## src/hdl/cpu_pkg.sv

```systemverilog
// CPU package
// Shared widths, MIPS opcode encodings, the instruction word views
// and the structs that carry each pipeline stage

package cpu_pkg;

    typedef logic [31:0] word_t;
    typedef logic [31:0] addr_t;
    typedef logic [4:0]  reg_addr_t;

    localparam addr_t RESET_PC   = 32'hBFC0_0000;
    localparam int    INST_BYTES = 4;
    localparam int    NUM_REGS   = 32;

    typedef enum logic [5:0] {
        OP_SPECIAL = 6'h00,
        OP_ADDIU   = 6'h09,
        OP_ORI     = 6'h0d,
        OP_LUI     = 6'h0f
    } op_e;

    typedef enum logic [5:0] {
        FN_SLL  = 6'h00,
        FN_ADDU = 6'h21,
        FN_SUBU = 6'h23,
        FN_AND  = 6'h24,
        FN_OR   = 6'h25,
        FN_XOR  = 6'h26,
        FN_SLT  = 6'h2a
    } funct_e;

    typedef enum logic [3:0] {
        ALU_NOP,
        ALU_ADD,
        ALU_SUB,
        ALU_AND,
        ALU_OR,
        ALU_XOR,
        ALU_SLT,
        ALU_SLL,
        ALU_LUI
    } alu_op_e;

    ////////////////////
    // Instruction word, seen as R-type or I-type
    typedef struct packed {
        logic [5:0] opcode;
        reg_addr_t  rs;
        reg_addr_t  rt;
        reg_addr_t  rd;
        logic [4:0] shamt;
        logic [5:0] funct;
    } r_inst_t;

    typedef struct packed {
        logic [5:0]  opcode;
        reg_addr_t   rs;
        reg_addr_t   rt;
        logic [15:0] imm16;
    } i_inst_t;

    typedef union packed {
        r_inst_t r;
        i_inst_t i;
    } inst_u;

    ////////////////////
    // Stage payloads
    typedef struct packed {
        logic  valid;
        addr_t pc;
        inst_u inst;
    } fetch_t;

    typedef struct packed {
        logic       valid;
        addr_t      pc;
        alu_op_e    alu_op;
        word_t      src_a;
        word_t      src_b;
        logic [4:0] shamt;
        logic       we;
        reg_addr_t  waddr;
    } issue_t;

    typedef struct packed {
        logic      valid;
        addr_t     pc;
        logic      we;
        reg_addr_t waddr;
        word_t     wdata;
    } commit_t;

endpackage

```

## src/hdl/fetch_stage.sv

```systemverilog
// Fetch stage
// Holds the PC, requests instructions from the I-cache and
// registers each accepted word with its address

`timescale 1ns/100ps

module fetch_stage (
    input  logic             clk,
    input  logic             arst_n_i,
    input  logic             inst_stall_i,
    input  cpu_pkg::word_t   inst_i,
    output logic             inst_req_o,
    output cpu_pkg::addr_t   inst_addr_o,
    output cpu_pkg::fetch_t  fetch_o
);

    logic           started_q;
    logic           accept;
    cpu_pkg::addr_t pc_q;
    logic           fetch_valid_q;
    cpu_pkg::addr_t fetch_pc_q;
    cpu_pkg::inst_u fetch_inst_q;

    // No request on the first cycle out of reset
    assign inst_req_o  = started_q;
    assign inst_addr_o = pc_q;
    assign accept      = inst_req_o & ~inst_stall_i;

    always_ff @(posedge clk or negedge arst_n_i) begin
        if (!arst_n_i) begin
            started_q     <= 1'b0;
            pc_q          <= cpu_pkg::RESET_PC;
            fetch_valid_q <= 1'b0;
        end else begin
            started_q     <= 1'b1;
            fetch_valid_q <= accept;
            if (accept) begin
                pc_q <= pc_q + cpu_pkg::addr_t'(cpu_pkg::INST_BYTES);
            end
        end
    end

    always_ff @(posedge clk) begin
        if (accept) begin
            fetch_pc_q   <= pc_q;
            fetch_inst_q <= inst_i;
        end
    end

    assign fetch_o = '{valid: fetch_valid_q, pc: fetch_pc_q, inst: fetch_inst_q};

    a_pc_aligned: assert property (
        @(posedge clk) disable iff (!arst_n_i) inst_addr_o[1:0] == 2'b00
    );

endmodule

```

## src/hdl/decode_stage.sv

```systemverilog
// Decode stage
// Decodes the ALU subset, resolves source operands through
// forwarding and registers the result for execute

`timescale 1ns/100ps

module decode_stage (
    input  logic               clk,
    input  logic               arst_n_i,
    input  cpu_pkg::fetch_t    fetch_i,
    output cpu_pkg::reg_addr_t rf_raddr_a_o,
    output cpu_pkg::reg_addr_t rf_raddr_b_o,
    input  cpu_pkg::word_t     rf_rdata_a_i,
    input  cpu_pkg::word_t     rf_rdata_b_i,
    input  cpu_pkg::commit_t   ex_fwd_i,
    input  cpu_pkg::commit_t   commit_i,
    output cpu_pkg::issue_t    issue_o
);

    cpu_pkg::inst_u     inst;
    cpu_pkg::word_t     rs_val;
    cpu_pkg::word_t     rt_val;
    cpu_pkg::alu_op_e   alu_op;
    logic               dec_we;
    cpu_pkg::reg_addr_t dest;
    cpu_pkg::word_t     src_b;
    cpu_pkg::issue_t    issue_d;
    cpu_pkg::issue_t    issue_q;
    logic               issue_valid_q;

    ////////////////////
    // Operand forwarding
    function automatic cpu_pkg::word_t fwd_operand(
        input cpu_pkg::reg_addr_t addr,
        input cpu_pkg::word_t     rf_data,
        input cpu_pkg::commit_t   ex,
        input cpu_pkg::commit_t   cm
    );
        if (addr == '0) begin
            return '0;
        end
        // Youngest producer wins
        if (ex.valid && ex.we && ex.waddr == addr) begin
            return ex.wdata;
        end
        if (cm.valid && cm.we && cm.waddr == addr) begin
            return cm.wdata;
        end
        return rf_data;
    endfunction

    assign inst         = fetch_i.inst;
    assign rf_raddr_a_o = inst.r.rs;
    assign rf_raddr_b_o = inst.r.rt;

    assign rs_val = fwd_operand(inst.r.rs, rf_rdata_a_i, ex_fwd_i, commit_i);
    assign rt_val = fwd_operand(inst.r.rt, rf_rdata_b_i, ex_fwd_i, commit_i);

    ////////////////////
    // Instruction decode
    always_comb begin
        alu_op = cpu_pkg::ALU_NOP;
        dec_we = 1'b0;
        dest   = inst.r.rd;
        src_b  = rt_val;
        case (inst.r.opcode)
            cpu_pkg::OP_SPECIAL: begin
                dec_we = 1'b1;
                case (inst.r.funct)
                    cpu_pkg::FN_SLL:  alu_op = cpu_pkg::ALU_SLL;
                    cpu_pkg::FN_ADDU: alu_op = cpu_pkg::ALU_ADD;
                    cpu_pkg::FN_SUBU: alu_op = cpu_pkg::ALU_SUB;
                    cpu_pkg::FN_AND:  alu_op = cpu_pkg::ALU_AND;
                    cpu_pkg::FN_OR:   alu_op = cpu_pkg::ALU_OR;
                    cpu_pkg::FN_XOR:  alu_op = cpu_pkg::ALU_XOR;
                    cpu_pkg::FN_SLT:  alu_op = cpu_pkg::ALU_SLT;
                    default:          dec_we = 1'b0;
                endcase
            end
            cpu_pkg::OP_ADDIU: begin
                alu_op = cpu_pkg::ALU_ADD;
                dec_we = 1'b1;
                dest   = inst.i.rt;
                src_b  = {{16{inst.i.imm16[15]}}, inst.i.imm16};
            end
            cpu_pkg::OP_ORI: begin
                alu_op = cpu_pkg::ALU_OR;
                dec_we = 1'b1;
                dest   = inst.i.rt;
                src_b  = {16'h0000, inst.i.imm16};
            end
            cpu_pkg::OP_LUI: begin
                alu_op = cpu_pkg::ALU_LUI;
                dec_we = 1'b1;
                dest   = inst.i.rt;
                src_b  = {inst.i.imm16, 16'h0000};
            end
            default: begin
                dest = inst.i.rt;
            end
        endcase
        // r0 is never written
        if (dest == '0) begin
            dec_we = 1'b0;
        end
    end

    assign issue_d = '{
        valid:  fetch_i.valid,
        pc:     fetch_i.pc,
        alu_op: alu_op,
        src_a:  rs_val,
        src_b:  src_b,
        shamt:  inst.r.shamt,
        we:     dec_we & fetch_i.valid,
        waddr:  dest
    };

    always_ff @(posedge clk or negedge arst_n_i) begin
        if (!arst_n_i) begin
            issue_valid_q <= 1'b0;
        end else begin
            issue_valid_q <= issue_d.valid;
        end
    end

    always_ff @(posedge clk) begin
        issue_q <= issue_d;
    end

    always_comb begin
        issue_o       = issue_q;
        issue_o.valid = issue_valid_q;
    end

endmodule

```

## src/hdl/regfile.sv

```systemverilog
// General register file
// 32 x 32-bit, two combinational reads and one write from commit

`timescale 1ns/100ps

module regfile (
    input  logic               clk,
    input  logic               arst_n_i,
    input  cpu_pkg::commit_t   commit_i,
    input  cpu_pkg::reg_addr_t raddr_a_i,
    input  cpu_pkg::reg_addr_t raddr_b_i,
    output cpu_pkg::word_t     rdata_a_o,
    output cpu_pkg::word_t     rdata_b_o
);

    cpu_pkg::word_t regs_q [cpu_pkg::NUM_REGS];

    always_ff @(posedge clk or negedge arst_n_i) begin
        if (!arst_n_i) begin
            for (int i = 0; i < cpu_pkg::NUM_REGS; i++) begin
                regs_q[i] <= '0;
            end
        end else if (commit_i.valid && commit_i.we) begin
            regs_q[commit_i.waddr] <= commit_i.wdata;
        end
    end

    assign rdata_a_o = (raddr_a_i == '0) ? '0 : regs_q[raddr_a_i];
    assign rdata_b_o = (raddr_b_i == '0) ? '0 : regs_q[raddr_b_i];

    // Decode must have dropped every r0 destination
    a_no_r0_write: assert property (
        @(posedge clk) disable iff (!arst_n_i)
        (commit_i.valid && commit_i.we) |-> commit_i.waddr != '0
    );

endmodule

```

## src/hdl/exec_stage.sv

```systemverilog
// Execute stage
// ALU for the integer subset, exec forward port and the commit
// register feeding writeback and the trace outputs

`timescale 1ns/100ps

module exec_stage (
    input  logic              clk,
    input  logic              arst_n_i,
    input  cpu_pkg::issue_t   issue_i,
    output cpu_pkg::commit_t  ex_fwd_o,
    output cpu_pkg::commit_t  commit_o
);

    cpu_pkg::word_t     alu_res;
    logic               commit_valid_q;
    logic               commit_we_q;
    cpu_pkg::addr_t     commit_pc_q;
    cpu_pkg::reg_addr_t commit_waddr_q;
    cpu_pkg::word_t     commit_wdata_q;

    ////////////////////
    // ALU
    always_comb begin
        case (issue_i.alu_op)
            cpu_pkg::ALU_ADD: alu_res = issue_i.src_a + issue_i.src_b;
            cpu_pkg::ALU_SUB: alu_res = issue_i.src_a - issue_i.src_b;
            cpu_pkg::ALU_AND: alu_res = issue_i.src_a & issue_i.src_b;
            cpu_pkg::ALU_OR:  alu_res = issue_i.src_a | issue_i.src_b;
            cpu_pkg::ALU_XOR: alu_res = issue_i.src_a ^ issue_i.src_b;
            cpu_pkg::ALU_SLT: begin
                alu_res = {31'b0, $signed(issue_i.src_a) < $signed(issue_i.src_b)};
            end
            cpu_pkg::ALU_SLL: alu_res = issue_i.src_b << issue_i.shamt;
            // Immediate already placed in the upper half by decode
            cpu_pkg::ALU_LUI: alu_res = issue_i.src_b;
            default:          alu_res = '0;
        endcase
    end

    // Write enable arrives already qualified by decode
    assign ex_fwd_o = '{
        valid: issue_i.valid,
        pc:    issue_i.pc,
        we:    issue_i.we,
        waddr: issue_i.waddr,
        wdata: alu_res
    };

    ////////////////////
    // Commit register
    always_ff @(posedge clk or negedge arst_n_i) begin
        if (!arst_n_i) begin
            commit_valid_q <= 1'b0;
            commit_we_q    <= 1'b0;
        end else begin
            commit_valid_q <= ex_fwd_o.valid;
            commit_we_q    <= ex_fwd_o.we;
        end
    end

    always_ff @(posedge clk) begin
        commit_pc_q    <= ex_fwd_o.pc;
        commit_waddr_q <= ex_fwd_o.waddr;
        commit_wdata_q <= ex_fwd_o.wdata;
    end

    assign commit_o = '{
        valid: commit_valid_q,
        pc:    commit_pc_q,
        we:    commit_we_q,
        waddr: commit_waddr_q,
        wdata: commit_wdata_q
    };

    a_we_needs_valid: assert property (
        @(posedge clk) disable iff (!arst_n_i) commit_o.we |-> commit_o.valid
    );

endmodule

```

## src/hdl/cpu_top.sv

```systemverilog
// CPU top level
// Scalar in-order integer core: fetch, decode with operand fetch,
// execute and commit, around one general register file

`timescale 1ns/100ps

module cpu_top (
    input  logic            clk,
    input  logic            arst_n_i,
    output logic            inst_req_o,
    output cpu_pkg::addr_t  inst_addr_o,
    input  cpu_pkg::word_t  inst_i,
    input  logic            inst_stall_i,
    output cpu_pkg::commit_t commit_o
);

    cpu_pkg::fetch_t    fetch_w;
    cpu_pkg::issue_t    issue_w;
    cpu_pkg::commit_t   ex_fwd_w;
    cpu_pkg::reg_addr_t rf_raddr_a_w;
    cpu_pkg::reg_addr_t rf_raddr_b_w;
    cpu_pkg::word_t     rf_rdata_a_w;
    cpu_pkg::word_t     rf_rdata_b_w;

    fetch_stage u_fetch (
        .clk          (clk),
        .arst_n_i     (arst_n_i),
        .inst_stall_i (inst_stall_i),
        .inst_i       (inst_i),
        .inst_req_o   (inst_req_o),
        .inst_addr_o  (inst_addr_o),
        .fetch_o      (fetch_w)
    );

    decode_stage u_decode (
        .clk          (clk),
        .arst_n_i     (arst_n_i),
        .fetch_i      (fetch_w),
        .rf_raddr_a_o (rf_raddr_a_w),
        .rf_raddr_b_o (rf_raddr_b_w),
        .rf_rdata_a_i (rf_rdata_a_w),
        .rf_rdata_b_i (rf_rdata_b_w),
        .ex_fwd_i     (ex_fwd_w),
        .commit_i     (commit_o),
        .issue_o      (issue_w)
    );

    regfile u_regfile (
        .clk       (clk),
        .arst_n_i  (arst_n_i),
        .commit_i  (commit_o),
        .raddr_a_i (rf_raddr_a_w),
        .raddr_b_i (rf_raddr_b_w),
        .rdata_a_o (rf_rdata_a_w),
        .rdata_b_o (rf_rdata_b_w)
    );

    exec_stage u_exec (
        .clk      (clk),
        .arst_n_i (arst_n_i),
        .issue_i  (issue_w),
        .ex_fwd_o (ex_fwd_w),
        .commit_o (commit_o)
    );

endmodule

```

## config.mk

```make
export PLATFORM = sky130hd
export DESIGN_NAME = cpu_top
export DESIGN_NICKNAME = d
export VERILOG_FILES = /design/src/hdl/cpu_pkg.sv /design/src/hdl/fetch_stage.sv /design/src/hdl/decode_stage.sv /design/src/hdl/regfile.sv /design/src/hdl/exec_stage.sv /design/src/hdl/cpu_top.sv
export SDC_FILE = /design/constraint.sdc
export NUM_CORES = 2
export LEC_CHECK = 0
export BUFFER_PORTS_ARGS = -buffer_cell sky130_fd_sc_hd__clkbuf_2
export CAP_MARGIN = 30
export CORE_MARGIN = 2
export CORE_UTILIZATION = 43
export DETAILED_ROUTE_END_ITERATION = 10
export PLACE_DENSITY = 0.54
export REMOVE_ABC_BUFFERS = 1
export SLEW_MARGIN = 5
export SYNTH_ARGS = -nofsm -noshare
export SYNTH_HDL_FRONTEND = slang
export SYNTH_SLANG_ARGS = --single-unit
```

## constraint.sdc

```tcl
create_clock -name clk -period 4.5 [get_ports clk]
set_input_delay 0.225 -clock clk [delete_from_list [all_inputs] [get_ports clk]]
set_output_delay 0.225 -clock clk [all_outputs]
set_load 0.02 [all_outputs]
```

# Word-level counts from Yosys, hierarchy flattened
# Cells that the tools add are included.
dict set report word_totals {
  out_inout_bits 104
  reg_bits 1305
}
dict set report classes {
  eq_ne 21
  shift 1
  reduce_logical 14
  n_lt_le_gt_ge 5
  muxes 43
  add_sub_neg 3
  n_bitwise 9
}
# op count
set ops {}
lappend ops {{$bwmux W1024} 1}
lappend ops {{$mux W32} 19}
lappend ops {{$bmux W32 S5} 2}
lappend ops {{$pmux W32 S8} 1}
lappend ops {{$demux W32 S5} 1}
lappend ops {{$pmux W32 S3} 1}
lappend ops {{$eq A6 B6 Y1 const B} 6}
lappend ops {{$add A32 B3 Y32 const B} 1}
lappend ops {{$add A32 B32 Y32} 1}
lappend ops {{$and A32 B32 Y32} 1}
lappend ops {{$lt A32 B32 Y1} 1}
lappend ops {{$or A32 B32 Y32} 1}
lappend ops {{$shl A32 B5 Y32} 1}
lappend ops {{$sub A32 B32 Y32} 1}
lappend ops {{$xor A32 B32 Y32} 1}
lappend ops {{$pmux W3 S7} 1}
lappend ops {{$eq A5 B5 Y1} 4}
lappend ops {{$eq A6 B4 Y1 const B} 3}
lappend ops {{$ge A6 B6 Y1 const B} 3}
lappend ops {{$not A5 Y6} 3}
lappend ops {{$eq A4 B3 Y1 const B} 4}
lappend ops {{$pmux W4 S4} 1}
lappend ops {{$logic_not A5 Y1} 3}
lappend ops {{$mux W1} 14}
lappend ops {{other kinds (12)} 21}

# Logic depth before layout (Yosys ltp)
dict set report logic_depth {
  word_depth 10
  mapped_depth 13
  depth_no_buf 12
}

# Hierarchy
# Synthesis repeated with hierarchy kept, for this count alone.
dict set report unflattened {
  cells_unflattened 5520
  area_unflattened_um2 72115.4
}
# module area_each_um2 n_inst seq_area_each_um2 cells_per_inst
set modules_own_cells {}
lappend modules_own_cells {regfile 54823.8 1 25624.6 3656}
lappend modules_own_cells {exec_stage 9122.5 1 1431.4 1164}
lappend modules_own_cells {decode_stage 4787.1 1 2247.2 507}
lappend modules_own_cells {fetch_stage 3382.0 1 2673.8 193}

# Worst setup path after synthesis
# No wires, ideal clock.
dict set report synth_timing {
  path_kind {register -> register}
  from {reg u_fetch.started_q (netlist: u_fetch.inst_req_o)}
  to {reg u_fetch.pc_q[30] (netlist: u_fetch.inst_addr_o[30])}
  synth_period_minus_slack_ps 4032
  path_slack_ps 468
  path_stages_with_launch 10
  arrival_ps 3901
  path_cell_list {dfrtp_1 > nor2b_1 > clkbuf_1 > nand4_1 > nor2_1 > nand3_1 > nor2_1 > and3_1 > nand3_1 > xnor2_1}
}
dict set report synth_between {
  elab_chain_cells 1
}
# element line_no
set synth_lines {}
lappend synth_lines {{from (decl)} fetch_stage.sv:17} ;# logic started_q;
lappend synth_lines {{from (signal assigned)} fetch_stage.sv:31} ;# started_q <= 1'b0;
lappend synth_lines {{from (signal assigned)} fetch_stage.sv:35} ;# started_q <= 1'b1;
lappend synth_lines {{$and A1 B1 Y1} fetch_stage.sv:27} ;# assign accept = inst_req_o & ~inst_stall_i;
lappend synth_lines {{net u_fetch.accept} fetch_stage.sv:18} ;# logic accept;
lappend synth_lines {{to (signal assigned)} fetch_stage.sv:32} ;# pc_q <= cpu_pkg::RESET_PC;
lappend synth_lines {{to (signal assigned)} fetch_stage.sv:38} ;# pc_q <= pc_q + cpu_pkg::addr_t'(cpu_pkg::INST_BYTES);
lappend synth_lines {{to (decl)} fetch_stage.sv:19} ;# cpu_pkg::addr_t pc_q;
# The timed path passes the listed nets, and every way through them passes these cells.
# A chain may end at the register's enable or synchronous reset.

==> flow_metrics.env <==
export IMPL_clock_sinks=1297
export IMPL_cp_slowest_stage_delay_ns=0.81
export IMPL_ios=139
export IMPL_fill_cells=14113
export IMPL_cts_tree="built"
export IMPL_antenna_found_initial=13
export IMPL_peakVddDrop_v=0.0003870
export IMPL_grtUsageMet2=0.4520
export IMPL_clk_latency_ns=0.82
export IMPL_layout_drive_gt1_share=0.4110
export IMPL_cp_slowest_cell="a2111oi_0"
export IMPL_startpoint_type="flip-flop"
export IMPL_gr_usage_met1=0.4270
export IMPL_die_width_microns=409.8
export IMPL_regArea_sq_mm=0.03190
export IMPL_ys_async_sr_fraction=0.8165
export IMPL_crit_type="reg2reg"
export IMPL_worst_hold_slack_ns=0.03639
export IMPL_met3_usage=0.06052
export IMPL_synth_edf_count=62
export IMPL_power_density_mw_per_mm2=324.7
export IMPL_grt_most_used_layer="met2"
export IMPL_first_global_vias=49497
export IMPL_dieArea_sq_mm=0.1679
export IMPL_wire_per_inst_microns=32.63
export IMPL_rr_endpoint="u_decode.issue_o[32]$_DFF_P_"
export IMPL_dpl_instance_area_sq_mm=0.07528
export IMPL_slew_violations=0
export IMPL_drc=0
export IMPL_r2r_start="u_decode.issue_o[12]$_DFF_P_"
export IMPL_grt_pass1_wl_microns=365800
export IMPL_synthFlopType="dfrtp_1"
export IMPL_numCtsBuffers=150
export IMPL_clk_pin_slew_worst_paths_ns=0.06
export IMPL_synth_seq_area_share=0.4505
export IMPL_clockBufferDepth=3
export IMPL_syn_instance_count=5391
export IMPL_postRouteAntennaNets=0
export IMPL_r2r_setup_slack_ns=0.25
export IMPL_setup_viol=0
export IMPL_htree_levels=4
export IMPL_start_util=0.4340
export IMPL_relSlewSlack=0.2806
export IMPL_rows=148
export IMPL_post_cts_buffers=0
export IMPL_fmax_mhz=235.1
export IMPL_cts_root_buf="clkbuf_16"
export IMPL_arrival_ns=4.93
export IMPL_track_usage=0.2998
export IMPL_ys_seq_elements=1297
export IMPL_worstPathMaxFanout=7
export IMPL_via_per_inst=6.429
export IMPL_critPathBufInv=1
export IMPL_crit_chain="inv_1 -> ha_1 -> a211oi_1 -> o211ai_1 -> a2111oi_0 -> a211oi_1 -> a31oi_1 -> mux2i_1 -> o2111ai_1 -> nand2_1 -> nand2_1"
export IMPL_fin_crit_sh=0.9451
export IMPL_syn_avg_cell_area_sq_um=13.13
export IMPL_netlist_area_sq_mm=0.07080
export IMPL_leakage_uw=0.03666
export IMPL_dp_hpwl_microns=159600
export IMPL_final_hold_viol_count=0
export IMPL_io_buffers=134
export IMPL_gp_congestion=1.011
export IMPL_fp_coreArea_sq_mm=0.1631
export IMPL_grt_overflow_total=0
export IMPL_finalNetCount=5605
export IMPL_critPathTopFamily="compound AO/OA/AOI/OAI gates"
export IMPL_synthToLayoutAreaGrowth_pct=13.91
export IMPL_fin_crit_ns=4.253
export IMPL_crit_start="u_decode.issue_o[12]$_DFF_P_"
export IMPL_status="complete, no violations"
export IMPL_drt_wl_total_microns=253000
export IMPL_synth_cell_types=89
export IMPL_grt_max_degree=128
export IMPL_rsz0062_at_grt="no"
export IMPL_critPathCaptureType="flip-flop"
export IMPL_worst_pin_slew_ns=1.079
export IMPL_cap_violations=0
export IMPL_drtPass1Iterations=6
export IMPL_hold_path_class="in2async"
export IMPL_finClkSkew_ns=0.03179
export IMPL_critPathRequiredTime_ns=5.17
export IMPL_multi_input_area_sq_mm=0.03675
export IMPL_vias=49840
export IMPL_r2r_cells=11
export IMPL_drt_iter0_drc=5043
export IMPL_ys_warn_count=0
export IMPL_fp_dieH_microns=409.8
export IMPL_design_area_sq_mm=0.08065
registers in the layout (all words and copies together), names as in the netlist, 5 cells and up:
register               count
u_regfile.regs_q        1024
u_decode.issue_o         109
u_exec.commit_wdata_q     32
u_fetch.fetch_inst_q      32
u_exec.commit_pc_q        30
u_fetch.fetch_pc_q        30
u_fetch.inst_addr_o       30
u_exec.commit_waddr_q      5
layout by cell type, fill, tap and decap left out, types with 141 or more instances in the layout:
cell type,instances
mux2i_1,237
dfrtp_1,1050
clkbuf_16,151
a21oi_1,249
nor2_1,179
mux4_2,503
buf_4,175
dfxtp_1,175
o21ai_0,141
mux2_2,1089
nand2_1,166
synth_stat cells, drive strengths merged (8+ instances only):
library cell / number / area share
mux2: 1092 / 0.17
dfrtp: 1050 / 0.37
mux4: 503 / 0.16
clkbuf: 330 / 0.017
a21oi: 250 / 0.018
mux2i: 237 / 0.034
nor2: 197 / 0.010
nand2: 182 / 0.0096
dfxtp: 176 / 0.050
buf: 172 / 0.011
o21ai: 144 / 0.010
inv: 126 / 0.0067
ha: 109 / 0.019
o22ai: 75 / 0.0066
o221ai: 68 / 0.0084
edfxtp: 62 / 0.026
nor3: 59 / 0.0042
o211ai: 37 / 0.0039
a211oi: 35 / 0.0038
xnor2: 33 / 0.0041
nand3: 32 / 0.0023
a21o: 27 / 0.0029
a221oi: 25 / 0.0031
a221o: 23 / 0.0033
a22oi: 22 / 0.0023
and3: 20 / 0.0018
xor2: 20 / 0.0025
nand4: 16 / 0.0014
or3: 16 / 0.0014
a31oi: 15 / 0.0013
and2: 15 / 0.0013
nor2b: 14 / 0.0012
nand2b: 13 / 0.0011
o21bai: 13 / 0.0014
nor4: 12 / 0.0011
or2: 12 / 0.0011
a222oi: 9 / 0.0013
a41oi: 9 / 0.0011
dfstp: 9 / 0.0033
o21a: 9 / 0.00097
o2111ai: 8 / 0.00099
o31ai: 8 / 0.00085
final cells by class:
cell class / count / area share
antenna: 1 / 0.00003103
tap: 2175 / 0.03374
multi-input combinational: 3467 / 0.4557
clock inverter: 49 / 0.008564
inverter: 128 / 0.005958
timing repair buffer: 415 / 0.04679
clock buffer: 220 / 0.05367
sequential: 1297 / 0.3955
worst reg2reg max path, cell delays in order, from the launching register on:
cell and delay, ns:
dfxtp_1 0.48, inv_1 0.16, ha_1 0.37, a211oi_1 0.36
o211ai_1 0.23, a2111oi_0 0.81, a211oi_1 0.30, a31oi_1 0.47
mux2i_1 0.25, o2111ai_1 0.41, nand2_1 0.19, nand2_1 0.07
power by group:
group          internal (uW)  switching, uW  total, uW
Combinational            541           1140       1680
Sequential             11800            137      12000
Clock                   7340           5210      12500
Total                  19700           6490      26200
worst max-delay path by stage:
stage,end,cells past startpoint
floorplan,u_decode.issue_o[29]$_DFF_P_,5
global placement,u_decode.issue_o[32]$_DFF_P_,11
detailed placement,u_decode.issue_o[32]$_DFF_P_,11
CTS,u_decode.issue_o[32]$_DFF_P_,11
global route,u_decode.issue_o[64]$_SDFF_PP0_,11
finish,u_decode.issue_o[32]$_DFF_P_,11
through the flow:
stage	std cells	util	setup TNS, ns	power (uW)	worst slack (ns)
global placement	7432	0.4596	0	13820	0.4287
CTS	7751	0.4943	0	26450	0.3960
global route	7751	0.4943	0	27030	0.1037
detailed placement	7448	0.4615	0	13830	0.4499
finish	7752	0.4943	0	26190	0.2471
floorplan	4892	-	-565.07	13090	-9.739
repair_timing:
action	CTS	global route
hold buffers	34	0
endpoints found under the hold margin	105	0
resized for setup	0	0
cell families after synthesis:
group | synth area share
AOI/OAI and AO/OA | 0.07997
xor gates and xnor gates | 0.006557
adders and majority gates | 0.01983
buffers and inverters | 0.03558
DFF | 0.4505
muxes | 0.3674
other | 0.0001061
and+or+nand+nor | 0.04005
routing by layer:
metal | share of wire | up-vias
li1 | - | 20714
met1 | 0.44 | 26603
met2 | 0.45 | 2010
met3 | 0.076 | 503
met4 | 0.040 | 10
met5 | 0.00028 | -
No activity file was read; power rests on OpenSTA's default activity.
